### config.mk
export PLATFORM = sky130hd
export DESIGN_NAME = rv_core
export DESIGN_NICKNAME = d
export VERILOG_FILES = /design/src/rv_core_pkg.sv /design/src/rv_decoder.sv /design/src/rv_alu.sv /design/src/rv_reg_file.sv /design/src/rv_load_store_unit.sv /design/src/rv_core.sv
export VERILOG_INCLUDE_DIRS = /design/src /design/src/include
export SDC_FILE = /design/constraint.sdc
export NUM_CORES = 2
export LEC_CHECK = 0
export BUFFER_PORTS_ARGS = -buffer_cell sky130_fd_sc_hd__buf_2
export CAP_MARGIN = 20
export CORE_MARGIN = 2
export CORE_UTILIZATION = 35
export DETAILED_ROUTE_END_ITERATION = 12
export PLACE_DENSITY = 0.55
export SYNTH_ARGS = -nofsm -noshare
export SYNTH_HDL_FRONTEND = slang
export SYNTH_SLANG_ARGS = --single-unit
export TNS_END_PERCENT = 50
### constraint.sdc
create_clock -name clk -period 17.1 [get_ports clk]
set_clock_uncertainty 0.15 [all_clocks]
set_input_delay 2.565 -clock clk [delete_from_list [all_inputs] [get_ports clk]]
set_output_delay 2.565 -clock clk [all_outputs]
set_load 0.01 [all_outputs]
### src/include/rv_core_macros.svh
`ifndef RV_CORE_MACROS_SVH
`define RV_CORE_MACROS_SVH

// Data path width.
`define RV_XLEN 32

// Architectural integer registers, x0 included.
`define RV_NUM_REGS 32

// Unified memory depth in 32-bit words.
`define RV_MEM_WORDS 512

// First fetch address after reset.
`define RV_RESET_PC 32'h0000_0000

`endif

### src/rv_core_pkg.sv
`default_nettype none

`include "rv_core_macros.svh"

package rv_core_pkg;

	// RV32I major opcodes.
	typedef enum logic [6:0] {
		LOAD     = 7'b0000011,
		STORE    = 7'b0100011,
		BRANCH   = 7'b1100011,
		JALR     = 7'b1100111,
		MISC_MEM = 7'b0001111,
		JAL      = 7'b1101111,
		OP_IMM   = 7'b0010011,
		OP       = 7'b0110011,
		SYSTEM   = 7'b1110011,
		AUIPC    = 7'b0010111,
		LUI      = 7'b0110111
	} opcode_e;

	// Encoded as {funct7[5], funct3}.
	typedef enum logic [3:0] {
		ADD  = 4'b0000,
		SUB  = 4'b1000,
		SLL  = 4'b0001,
		SLT  = 4'b0010,
		SLTU = 4'b0011,
		XOR  = 4'b0100,
		SRL  = 4'b0101,
		SRA  = 4'b1101,
		OR   = 4'b0110,
		AND  = 4'b0111
	} alu_op_e;

	typedef enum logic [1:0] {
		BYTE = 2'b00,
		HALF = 2'b01,
		WORD = 2'b10
	} mem_size_e;

	typedef struct packed {
		opcode_e                          opcode;
		logic [$clog2(`RV_NUM_REGS)-1:0] rd;
		logic [$clog2(`RV_NUM_REGS)-1:0] rs1;
		logic [$clog2(`RV_NUM_REGS)-1:0] rs2;
		logic [2:0]                       funct3;
		alu_op_e                          alu_op;
		logic [`RV_XLEN-1:0]              imm; // Already sign-extended.
		mem_size_e                        size;
		logic                             is_unsigned;
		logic                             illegal;
	} decoded_t;

	typedef struct packed {
		logic [`RV_XLEN-3:0] addr; // Word index, not a byte address.
		logic [3:0]          be;
		logic [`RV_XLEN-1:0] data;
	} dmem_req_t;

	typedef struct packed {
		logic                             valid;
		logic [`RV_XLEN-1:0]              pc;
		logic [`RV_XLEN-1:0]              insn;
		logic                             rd_we;
		logic [$clog2(`RV_NUM_REGS)-1:0] rd_idx;
		logic [`RV_XLEN-1:0]              rd_data;
		dmem_req_t                        store; // be is zero when nothing is stored.
	} retire_t;

endpackage

`default_nettype wire

### src/rv_decoder.sv
`timescale 1ns/1ns
`default_nettype none

`include "rv_core_macros.svh"

module rv_decoder (
	input  logic [`RV_XLEN-1:0]  i_insn,
	output rv_core_pkg::decoded_t o_dec
);
	import rv_core_pkg::*;

	opcode_e             opcode;
	logic [2:0]          funct3;
	logic [6:0]          funct7;
	logic [`RV_XLEN-1:0] imm_i;
	logic [`RV_XLEN-1:0] imm_s;
	logic [`RV_XLEN-1:0] imm_b;
	logic [`RV_XLEN-1:0] imm_j;
	logic [`RV_XLEN-1:0] imm_u;

	assign opcode = opcode_e'(i_insn[6:0]);
	assign funct3 = i_insn[14:12];
	assign funct7 = i_insn[31:25];

	assign imm_i = {{20{i_insn[31]}}, i_insn[31:20]};
	assign imm_s = {{20{i_insn[31]}}, i_insn[31:25], i_insn[11:7]};
	assign imm_b = {{19{i_insn[31]}}, i_insn[31], i_insn[7], i_insn[30:25], i_insn[11:8], 1'b0};
	assign imm_j = {{11{i_insn[31]}}, i_insn[31], i_insn[19:12], i_insn[20], i_insn[30:21], 1'b0};
	assign imm_u = {i_insn[31:12], 12'b0};

	always_comb begin
		o_dec = '0;
		o_dec.opcode = opcode;
		o_dec.rd = i_insn[11:7];
		o_dec.rs1 = i_insn[19:15];
		o_dec.rs2 = i_insn[24:20];
		o_dec.funct3 = funct3;
		o_dec.alu_op = ADD; // Address and link arithmetic.
		o_dec.size = mem_size_e'(funct3[1:0]);
		o_dec.is_unsigned = funct3[2];

		case (opcode)
			LUI, AUIPC: o_dec.imm = imm_u;
			JAL: o_dec.imm = imm_j;
			JALR: begin
				o_dec.imm = imm_i;
				o_dec.illegal = (funct3 != 3'b000);
			end
			BRANCH: begin
				o_dec.imm = imm_b;
				o_dec.illegal = (funct3[2:1] == 2'b01);
			end
			LOAD: begin
				o_dec.imm = imm_i;
				o_dec.illegal = (funct3 == 3'b011) || (funct3[2:1] == 2'b11);
			end
			STORE: begin
				o_dec.imm = imm_s;
				o_dec.illegal = funct3[2] || (funct3 == 3'b011);
			end
			OP_IMM: begin
				o_dec.imm = imm_i;
				o_dec.alu_op = alu_op_e'({1'b0, funct3});
				if (funct3 == 3'b001) begin
					o_dec.illegal = (funct7 != 7'b0000000);
				end else if (funct3 == 3'b101) begin
					// Shift type sits in the upper immediate bits.
					o_dec.alu_op = alu_op_e'({funct7[5], funct3});
					o_dec.illegal = (funct7 != 7'b0000000) && (funct7 != 7'b0100000);
				end
			end
			OP: begin
				o_dec.alu_op = alu_op_e'({funct7[5], funct3});
				o_dec.illegal = !((funct7 == 7'b0000000) ||
					((funct7 == 7'b0100000) && ((funct3 == 3'b000) || (funct3 == 3'b101))));
			end
			MISC_MEM: o_dec.illegal = (funct3 != 3'b000); // Plain FENCE only.
			SYSTEM: o_dec.illegal = (i_insn[31:7] != '0); // ECALL only.
			default: o_dec.illegal = 1'b1;
		endcase
	end

endmodule

`default_nettype wire

### src/rv_alu.sv
`timescale 1ns/1ns
`default_nettype none

`include "rv_core_macros.svh"

module rv_alu (
	input  rv_core_pkg::alu_op_e i_op,
	input  logic [`RV_XLEN-1:0]  i_a,
	input  logic [`RV_XLEN-1:0]  i_b,
	input  logic [2:0]           i_funct3,
	output logic [`RV_XLEN-1:0]  o_result,
	output logic                 o_branch_taken
);
	import rv_core_pkg::*;

	logic [4:0] shamt;
	logic       eq;
	logic       lt_signed;
	logic       lt_unsigned;

	assign shamt = i_b[4:0];
	assign eq = (i_a == i_b);
	assign lt_signed = ($signed(i_a) < $signed(i_b));
	assign lt_unsigned = (i_a < i_b);

	always_comb begin
		case (i_op)
			ADD:  o_result = i_a + i_b;
			SUB:  o_result = i_a - i_b;
			SLL:  o_result = i_a << shamt;
			SLT:  o_result = {{(`RV_XLEN-1){1'b0}}, lt_signed};
			SLTU: o_result = {{(`RV_XLEN-1){1'b0}}, lt_unsigned};
			XOR:  o_result = i_a ^ i_b;
			SRL:  o_result = i_a >> shamt;
			SRA:  o_result = $signed(i_a) >>> shamt;
			OR:   o_result = i_a | i_b;
			AND:  o_result = i_a & i_b;
			default: o_result = '0;
		endcase
	end

	// Branch condition from funct3.
	always_comb begin
		case (i_funct3)
			3'b000: o_branch_taken = eq;
			3'b001: o_branch_taken = !eq;
			3'b100: o_branch_taken = lt_signed;
			3'b101: o_branch_taken = !lt_signed;
			3'b110: o_branch_taken = lt_unsigned;
			3'b111: o_branch_taken = !lt_unsigned;
			default: o_branch_taken = 1'b0;
		endcase
	end

endmodule

`default_nettype wire

### src/rv_reg_file.sv
`timescale 1ns/1ns
`default_nettype none

`include "rv_core_macros.svh"

module rv_reg_file (
	input  logic                             clk,
	input  logic                             rst,
	input  logic                             i_we,
	input  logic [$clog2(`RV_NUM_REGS)-1:0] i_rd,
	input  logic [`RV_XLEN-1:0]              i_rd_data,
	input  logic [$clog2(`RV_NUM_REGS)-1:0] i_rs1,
	input  logic [$clog2(`RV_NUM_REGS)-1:0] i_rs2,
	output logic [`RV_XLEN-1:0]              o_rs1_data,
	output logic [`RV_XLEN-1:0]              o_rs2_data
);
	logic [`RV_XLEN-1:0] regs [`RV_NUM_REGS];

	always_ff @(posedge clk) begin
		if (rst) begin
			for (int i = 0; i < `RV_NUM_REGS; i++) begin
				regs[i] <= '0;
			end
		end else if (i_we && (i_rd != '0)) begin
			regs[i_rd] <= i_rd_data;
		end
	end

	assign o_rs1_data = (i_rs1 == '0) ? '0 : regs[i_rs1]; // x0 reads as zero.
	assign o_rs2_data = (i_rs2 == '0) ? '0 : regs[i_rs2];

endmodule

`default_nettype wire

### src/rv_load_store_unit.sv
`timescale 1ns/1ns
`default_nettype none

`include "rv_core_macros.svh"

module rv_load_store_unit (
	input  logic                   i_is_store,
	input  logic                   i_is_load,
	input  rv_core_pkg::mem_size_e i_size,
	input  logic                   i_unsigned,
	input  logic [`RV_XLEN-1:0]    i_addr,
	input  logic [`RV_XLEN-1:0]    i_store_data,
	input  logic [`RV_XLEN-1:0]    i_load_word,
	output rv_core_pkg::dmem_req_t o_req,
	output logic [`RV_XLEN-1:0]    o_load_data,
	output logic                   o_misaligned
);
	import rv_core_pkg::*;

	logic [1:0]          offset;
	logic [3:0]          be_base;
	logic [`RV_XLEN-1:0] load_shifted;

	assign offset = i_addr[1:0];

	always_comb begin
		case (i_size)
			BYTE: be_base = 4'b0001;
			HALF: be_base = 4'b0011;
			default: be_base = 4'b1111;
		endcase
	end

	assign o_misaligned = (i_is_load || i_is_store) &&
		(((i_size == HALF) && offset[0]) || ((i_size == WORD) && (offset != 2'b00)));

	// Store lane placement.
	assign o_req.addr = i_addr[`RV_XLEN-1:2];
	assign o_req.be = i_is_store ? (be_base << offset) : 4'b0000;
	assign o_req.data = i_store_data << {offset, 3'b000};

	assign load_shifted = i_load_word >> {offset, 3'b000}; // Addressed byte to bit 0.

	always_comb begin
		case (i_size)
			BYTE: begin
				o_load_data = {{24{!i_unsigned && load_shifted[7]}}, load_shifted[7:0]};
			end
			HALF: begin
				o_load_data = {{16{!i_unsigned && load_shifted[15]}}, load_shifted[15:0]};
			end
			default: o_load_data = i_load_word;
		endcase
	end

endmodule

`default_nettype wire

### src/rv_core.sv
`timescale 1ns/1ns
`default_nettype none

`include "rv_core_macros.svh"

module rv_core (
	input  logic                   clk,
	input  logic                   rst,
	output logic [`RV_XLEN-1:0]    o_pc,
	input  logic [`RV_XLEN-1:0]    i_insn,
	output rv_core_pkg::dmem_req_t o_dmem,
	input  logic [`RV_XLEN-1:0]    i_load_word,
	output logic                   o_halt,
	output rv_core_pkg::retire_t   o_retire
);
	import rv_core_pkg::*;

	decoded_t            dec;
	dmem_req_t           lsu_req;
	logic [`RV_XLEN-1:0] pc;
	logic [`RV_XLEN-1:0] pc_next;
	logic [`RV_XLEN-1:0] pc_plus4;
	logic [`RV_XLEN-1:0] pc_imm;
	logic [`RV_XLEN-1:0] rs1_data;
	logic [`RV_XLEN-1:0] rs2_data;
	logic [`RV_XLEN-1:0] alu_b;
	logic [`RV_XLEN-1:0] alu_result;
	logic [`RV_XLEN-1:0] load_data;
	logic [`RV_XLEN-1:0] wb_data;
	logic                branch_taken;
	logic                misaligned;
	logic                run;
	logic                halted;
	logic                valid;
	logic                fault;
	logic                stop;
	logic                writes_rd;
	logic                rd_we;

	rv_decoder u_decoder (.i_insn(i_insn), .o_dec(dec));

	rv_reg_file u_reg_file (
		.clk(clk), .rst(rst), .i_we(rd_we), .i_rd(dec.rd), .i_rd_data(wb_data),
		.i_rs1(dec.rs1), .i_rs2(dec.rs2), .o_rs1_data(rs1_data), .o_rs2_data(rs2_data)
	);

	assign alu_b = (dec.opcode inside {OP_IMM, LOAD, STORE, JALR}) ? dec.imm : rs2_data;

	rv_alu u_alu (
		.i_op(dec.alu_op), .i_a(rs1_data), .i_b(alu_b), .i_funct3(dec.funct3),
		.o_result(alu_result), .o_branch_taken(branch_taken)
	);

	rv_load_store_unit u_lsu (
		.i_is_store(dec.opcode == STORE), .i_is_load(dec.opcode == LOAD), .i_size(dec.size),
		.i_unsigned(dec.is_unsigned), .i_addr(alu_result), .i_store_data(rs2_data),
		.i_load_word(i_load_word), .o_req(lsu_req), .o_load_data(load_data),
		.o_misaligned(misaligned)
	);

	assign valid = run && !halted; // Idle for one cycle after reset.
	assign fault = dec.illegal || misaligned;
	assign stop = fault || (dec.opcode == SYSTEM); // SYSTEM that is legal is ECALL.
	assign writes_rd = dec.opcode inside {LUI, AUIPC, JAL, JALR, OP, OP_IMM, LOAD};
	assign rd_we = valid && !fault && writes_rd && (dec.rd != '0);

	assign pc_plus4 = pc + 32'd4;
	assign pc_imm = pc + dec.imm; // Branch, JAL and AUIPC share this adder.

	always_comb begin
		case (dec.opcode)
			LOAD: wb_data = load_data;
			JAL, JALR: wb_data = pc_plus4;
			LUI: wb_data = dec.imm;
			AUIPC: wb_data = pc_imm;
			default: wb_data = alu_result;
		endcase
	end

	always_comb begin
		pc_next = pc_plus4;
		if (dec.opcode == JAL || (dec.opcode == BRANCH && branch_taken)) pc_next = pc_imm;
		else if (dec.opcode == JALR) pc_next = {alu_result[`RV_XLEN-1:1], 1'b0};
	end

	always_ff @(posedge clk) begin
		if (rst) begin
			pc <= `RV_RESET_PC;
			run <= 1'b0;
			halted <= 1'b0;
		end else begin
			run <= 1'b1;
			if (valid && stop) halted <= 1'b1;
			if (valid && !stop) pc <= pc_next;
		end
	end

	always_comb begin
		o_dmem = lsu_req;
		o_dmem.be = (valid && !fault) ? lsu_req.be : 4'b0000;
	end

	assign o_pc = pc;
	assign o_halt = halted || (valid && stop);

	assign o_retire.valid = valid;
	assign o_retire.pc = pc;
	assign o_retire.insn = i_insn;
	assign o_retire.rd_we = rd_we;
	assign o_retire.rd_idx = dec.rd;
	assign o_retire.rd_data = wb_data;
	assign o_retire.store = o_dmem;

endmodule

`default_nettype wire

## Yosys cells after proc, flatten, opt, wreduce, memory -nomap -nowiden

Memories as Yosys holds them, arrays and structs flattened.
Cells that the tools add are included.

- Add/subtract/negate cells: 4
- Magnitude comparators: 2
- Equal/unequal tests: 33
- Shift operators: 6
- Mux-type cells: 28
- Bitwise operators: 3
- Reduce and logical (&&, ||, !) cells: 52

Operators by type and width:

| kind | number |
|---|---|
| $pmux W32 S10 | 1 |
| $mux W32 | 6 |
| $pmux W32 S5 | 1 |
| $pmux W32 S4 | 1 |
| $add A32 B32 Y32 | 2 |
| $lt A32 B32 Y1 | 2 |
| $pmux W32 S2 | 1 |
| $shl A32 B5 Y32 | 2 |
| $add A32 B3 Y32 const B | 1 |
| $and A32 B32 Y32 | 1 |
| $eq A32 B32 Y1 | 1 |
| $or A32 B32 Y32 | 1 |
| $reduce_or A32 Y1 | 1 |
| $shr A32 B5 Y16 | 1 |
| $shr A32 B5 Y32 | 1 |
| $sshr A32 B5 Y32 | 1 |
| $sub A32 B32 Y32 | 1 |
| $xor A32 B32 Y32 | 1 |
| $eq A7 B6 Y1 const B | 4 |
| $eq A7 B7 Y1 const B | 4 |
| $reduce_bool A25 Y1 | 1 |
| $eq A4 B3 Y1 const B | 4 |
| $mux W4 | 4 |
| $pmux W4 S2 | 2 |
| 32 further kinds | 83 |

- Register bits: 34
- Bits in writable memories: 1024
- Bits of input ports: 66
- Output and inout port bits: 268
- Logic and storage cells: 132
- Memories: 1

Memory list:

| memory | words | width | read ports | clocked after Yosys merged registers in | wr ports | line | source |
|---|---|---|---|---|---|---|---|
| u_reg_file.regs | 32 | 32 | 2 | 0 | 32 | rv_reg_file.sv:17 | `` logic [`RV_XLEN-1:0] regs [`RV_NUM_REGS]; `` |

## Logic depth before layout (Yosys ltp)

- Word-level depth: 21
- Gate-level depth with buffers: 36
- Mapped depth without buffers: 23

## Cells and area by module

A second synthesis with hierarchy kept.

- Cells, all modules: 6124
- Area total of the unflattened synthesis: 72091.6 um^2

Modules (own cells, without submodules):

| module | times used | cells each | area an instance (um^2) | sequential area each (um^2) |
|---|---|---|---|---|
| rv_reg_file | 1 | 3502 | 54253.3 | 30749.5 |
| rv_alu | 1 | 1331 | 8787.2 | 0.0 |
| rv_core | 1 | 919 | 6538.8 | 680.7 |
| rv_load_store_unit | 1 | 232 | 1551.5 | 0.0 |
| rv_decoder | 1 | 140 | 960.9 | 0.0 |

## Least setup slack after synthesis

No wires, ideal clock.

- Kind: input port to output port
- From: input i_insn[20]
- To: output o_retire[27] (netlist bit)
- Arrival: 9.856 ns
- Required time: 14.385 ns
- Slack: 4.529 ns
- Stages: 34
- Buffers on the path: 13
- Cell sequence: buf_6 buf_8 buf_6 buf_8 buf_2 buf_2 clkbuf_1 clkbuf_1 buf_1 mux2i_1 o22ai_1 a221oi_1 nor2_1 a21oi_1 nor2_1 nand2_1 nand2_1 ha_1 clkbuf_1 nor2b_1 o21ai_0 a21o_1 a21oi_1 o31a_1 o41ai_1 o31a_1 mux2i_1 or3_1 nor2_1 buf_2 buf_1 mux2i_1 o21ai_0 buf_4

RTL lines:

| what | line | source |
|---|---|---|
| start: declaration | rv_core.sv:10 | `` input logic [`RV_XLEN-1:0] i_insn, `` |
| end: declaration | rv_core.sv:14 | `output rv_core_pkg::retire_t o_retire` |

==> run metrics <==
vias in the first global route=56131; Post-synth ARST share=0%; drt pass-1 iters=9; Hold Path Class=flip-flop to flip-flop; die area=202000 um^2; Hold Path Sink=halted; setup bufs post-CTS=0; largest family of logic cells by synthesized area=multiplexers; Post-Synthesis Cells=6266; synth cell count leaders=nor2_1 (1254), edfxtp_1 (1024), mux4_2 (449); Max FO, Critical Path=22; post-cts sizing count=0; Clock power frac=30.4%; final setup fails=0; cell area after synthesis=69600 um^2; outcome=finished, final reports clean; max-cap violations=0; Avg Vias per Cell=6.58; Seq/Total Area, Yosys=45.2%; Static Leak=0.0294 uW; worst-path cell chain=buf_4 -> buf_4 -> nor2b_4 -> buf_4 -> a221oi_1 -> o21ai_0 -> nand2_1 -> o21ai_0 -> ha_1 -> nand3b_1 -> o221a_2 -> o211ai_1 -> and2_1 -> o31a_1 -> o41ai_1 -> o31a_1 -> mux2i_1 -> nor3_2 -> a21oi_1 -> o22ai_2 -> and2_1 -> nand4b_1 -> a211oi_1 -> buf_2; Synth Area in Adders=2.46%; hold buffer count at cts=0; Internal Power=5150 uW; max incr delay on CP=840 ps; pin count of the biggest net entering global routing=90; Post-Route Utilization=39.1%; part of the cycle the worst path needs=85.2%; largest cells by area after synthesis=edfxtp_1 (44%), mux4_2 (15%), nor2_1 (6.8%), mux2i_1 (4.4%), ha_1 (2.4%); Reg2Reg Capture Point=u_reg_file.regs[13][9]; Hold Path Origin=run; worst slew pin tran=1290 ps; share of cells above drive strength 1=23.0%; max-slew violation count=0; final hold violations=0; count leader, synth=nor2_1; Yosys reg bits=1058; Synthesis Warnings=0; RSZ-0062 raised after global routing=no; die width=450 um; simple-gate portion of the synthesized area=13.2%; Residual DRC=0; final WL=341000 um; I/O pin total=334; reg2reg path depth=22; Final TNS setup=0 ps; setup ws final=2520 ps; Routed wire per std cell=38.0 um; clk_lat worst skew=800 ps; GPL Wtd Cong=1.05; Num CTS Buffers=115; area leader, netlist=edfxtp_1; syn avg cell area=11.1 um^2; Gate power share=34.5%; CTS H-tree depth=3; CP delay by family, top=compound AO/OA/AOI/OAI gates; Netlist cell types=118; switching power=3310 uW; Peak supply drop=89.9 uV; number of routed nets with antenna violations=0; Post-Place Worst Slack=2950 ps; power per standard cell area=110 nW/um^2; FF-to-FF setup slack=7840 ps; ys flop type=edfxtp_1; Critical R2R Launch=u_reg_file.regs[30][5]; EDFF count, synth=1024; Die Y=450 um; Setup Crit Path Kind=primary input to output pin; Clock Path Buffers=3; number of I/O port buffers=333; Initial Utilization=35.3%; antenna violations before repair=12; vias=59085; Rows=163; clock sink count=1058; clock root cell=clkbuf_16; mux contribution to synthesized area=20.3%; WHS=360 ps; Layout area overhead=10.8%; total grt overflow=0; core area=197000 um^2; placed instance area=73400 um^2; Net Sw Frac=39.1%; Crit path top cell by count=buf_4; sequential group share of total power=35.2%; Synth Area in XOR/XNOR=1.07%; Clock transition at path regs=60 ps; CP bufs+invs=4; first-pass GRT wire length=463000 um; gr usage total=32.7%; drt initial violations=8949; critical path's slowest cell=a211oi_1; post-route minimum period=14580 ps; hpwl dp=220000 um; type of origin of the critical path=primary input; top cell type's share of synthesized area=44.2%; headroom to the max-slew limit=14.2%; Required @ worst endpoint=14390 ps; WP data arrival=11860 ps; max frequency=68.6 MHz; final instance area=77100 um^2; Hold Path Stages=2; Synth Area in Compound Gates=11.4%; CTS tree=built; CP Capture Type=output pin; Final nets=6436
layout make-up:
class / instances / area [um^2]
fillers: 19059 / 120000
diodes: 4 / 10.0
multi-input cells: 4340 / 34500
repair buffers: 550 / 3460
well taps: 2640 / 3300
clock buffers: 139 / 2990
clock inverters: 77 / 781
inverters: 171 / 644
flip-flops and latches: 1058 / 31400
per-stage QoR:
stage               power (uW)  cells
floorplan                 4670   6297
CTS                       8360   8974
global route              8640   8976
detailed placement        5850   8758
global placement          5850   8756
finish                    8470   8979
placed cells by master (no fill, tap or decap), types with 50 or more instances in the layout:
cell type  Yosys  final
nor3_1       185    180
xnor2_1       57     57
buf_4        168    212
edfxtp_1    1024   1024
o21ai_0      181    180
nor2_1      1254   1242
mux2i_1      306    306
a221oi_1      51     50
buf_2        197    324
a211oi_1      90     90
mux4_2       449    449
a22oi_1       65     65
nand3_1       86     78
inv_1        150    149
mux2_2        78     78
ha_1         131    131
nand2_1      314    282
clkbuf_16      0    116
a21oi_1      247    246
a21o_1        52     52
o22ai_1       71     71
registers in the layout, summed over array words and instances (netlist names):
register	cells
u_reg_file.regs	1024
o_pc	32
run	1
halted	1
how the worst max path moves through the flow:
stage	start	end	slack, ps	depth (start not counted)
final	i_insn[22]	o_retire[33]	2520	24
after floorplan	i_insn[20]	o_retire[27]	4530	34
after global placement	i_insn[20]	o_retire[97]	3010	23
after global routing	i_insn[20]	o_dmem[33]	2450	24
after CTS	i_insn[22]	o_retire[96]	2910	25
after detailed placement	i_insn[22]	o_retire[96]	2950	25
tightest hold or removal path: stages (launching register included):
cell and delay [ps]:
dfxtp_1 320, nor2_1 80, a311oi_1 60
layer usage:
layer | track usage (%) | part of all wire (%) | vias to the layer above
met4 | 23.7 | 8.8 | 12
met2 | 49.3 | 44 | 4818
met5 | 0 | 0.025 | -
li1 | - | - | 23362
met3 | 8.81 | 12 | 1137
met1 | 40.3 | 35 | 29756
kinds of logic after synthesis:
family | Yosys count
and+or+nand+nor | 2118
AOI/OAI and AO/OA | 1133
DFF | 1058
buffers and inverters | 899
muxes | 837
adders and majority gates | 135
xor gates and xnor gates | 85
other | 1
power groups by stage:
| stage | Combinational (uW) | Clock (uW) | Sequential (uW) |
|---|---|---|---|
| final | 2920 | 2570 | 2980 |
| after global routing | 2990 | 2660 | 2980 |
| after CTS | 2830 | 2560 | 2970 |
| after detailed placement | 2820 | 0 | 3030 |
| after global placement | 2820 | 0 | 3020 |
| after floorplan | 1660 | 0 | 3010 |
Power figures use the tool's default switching activity.
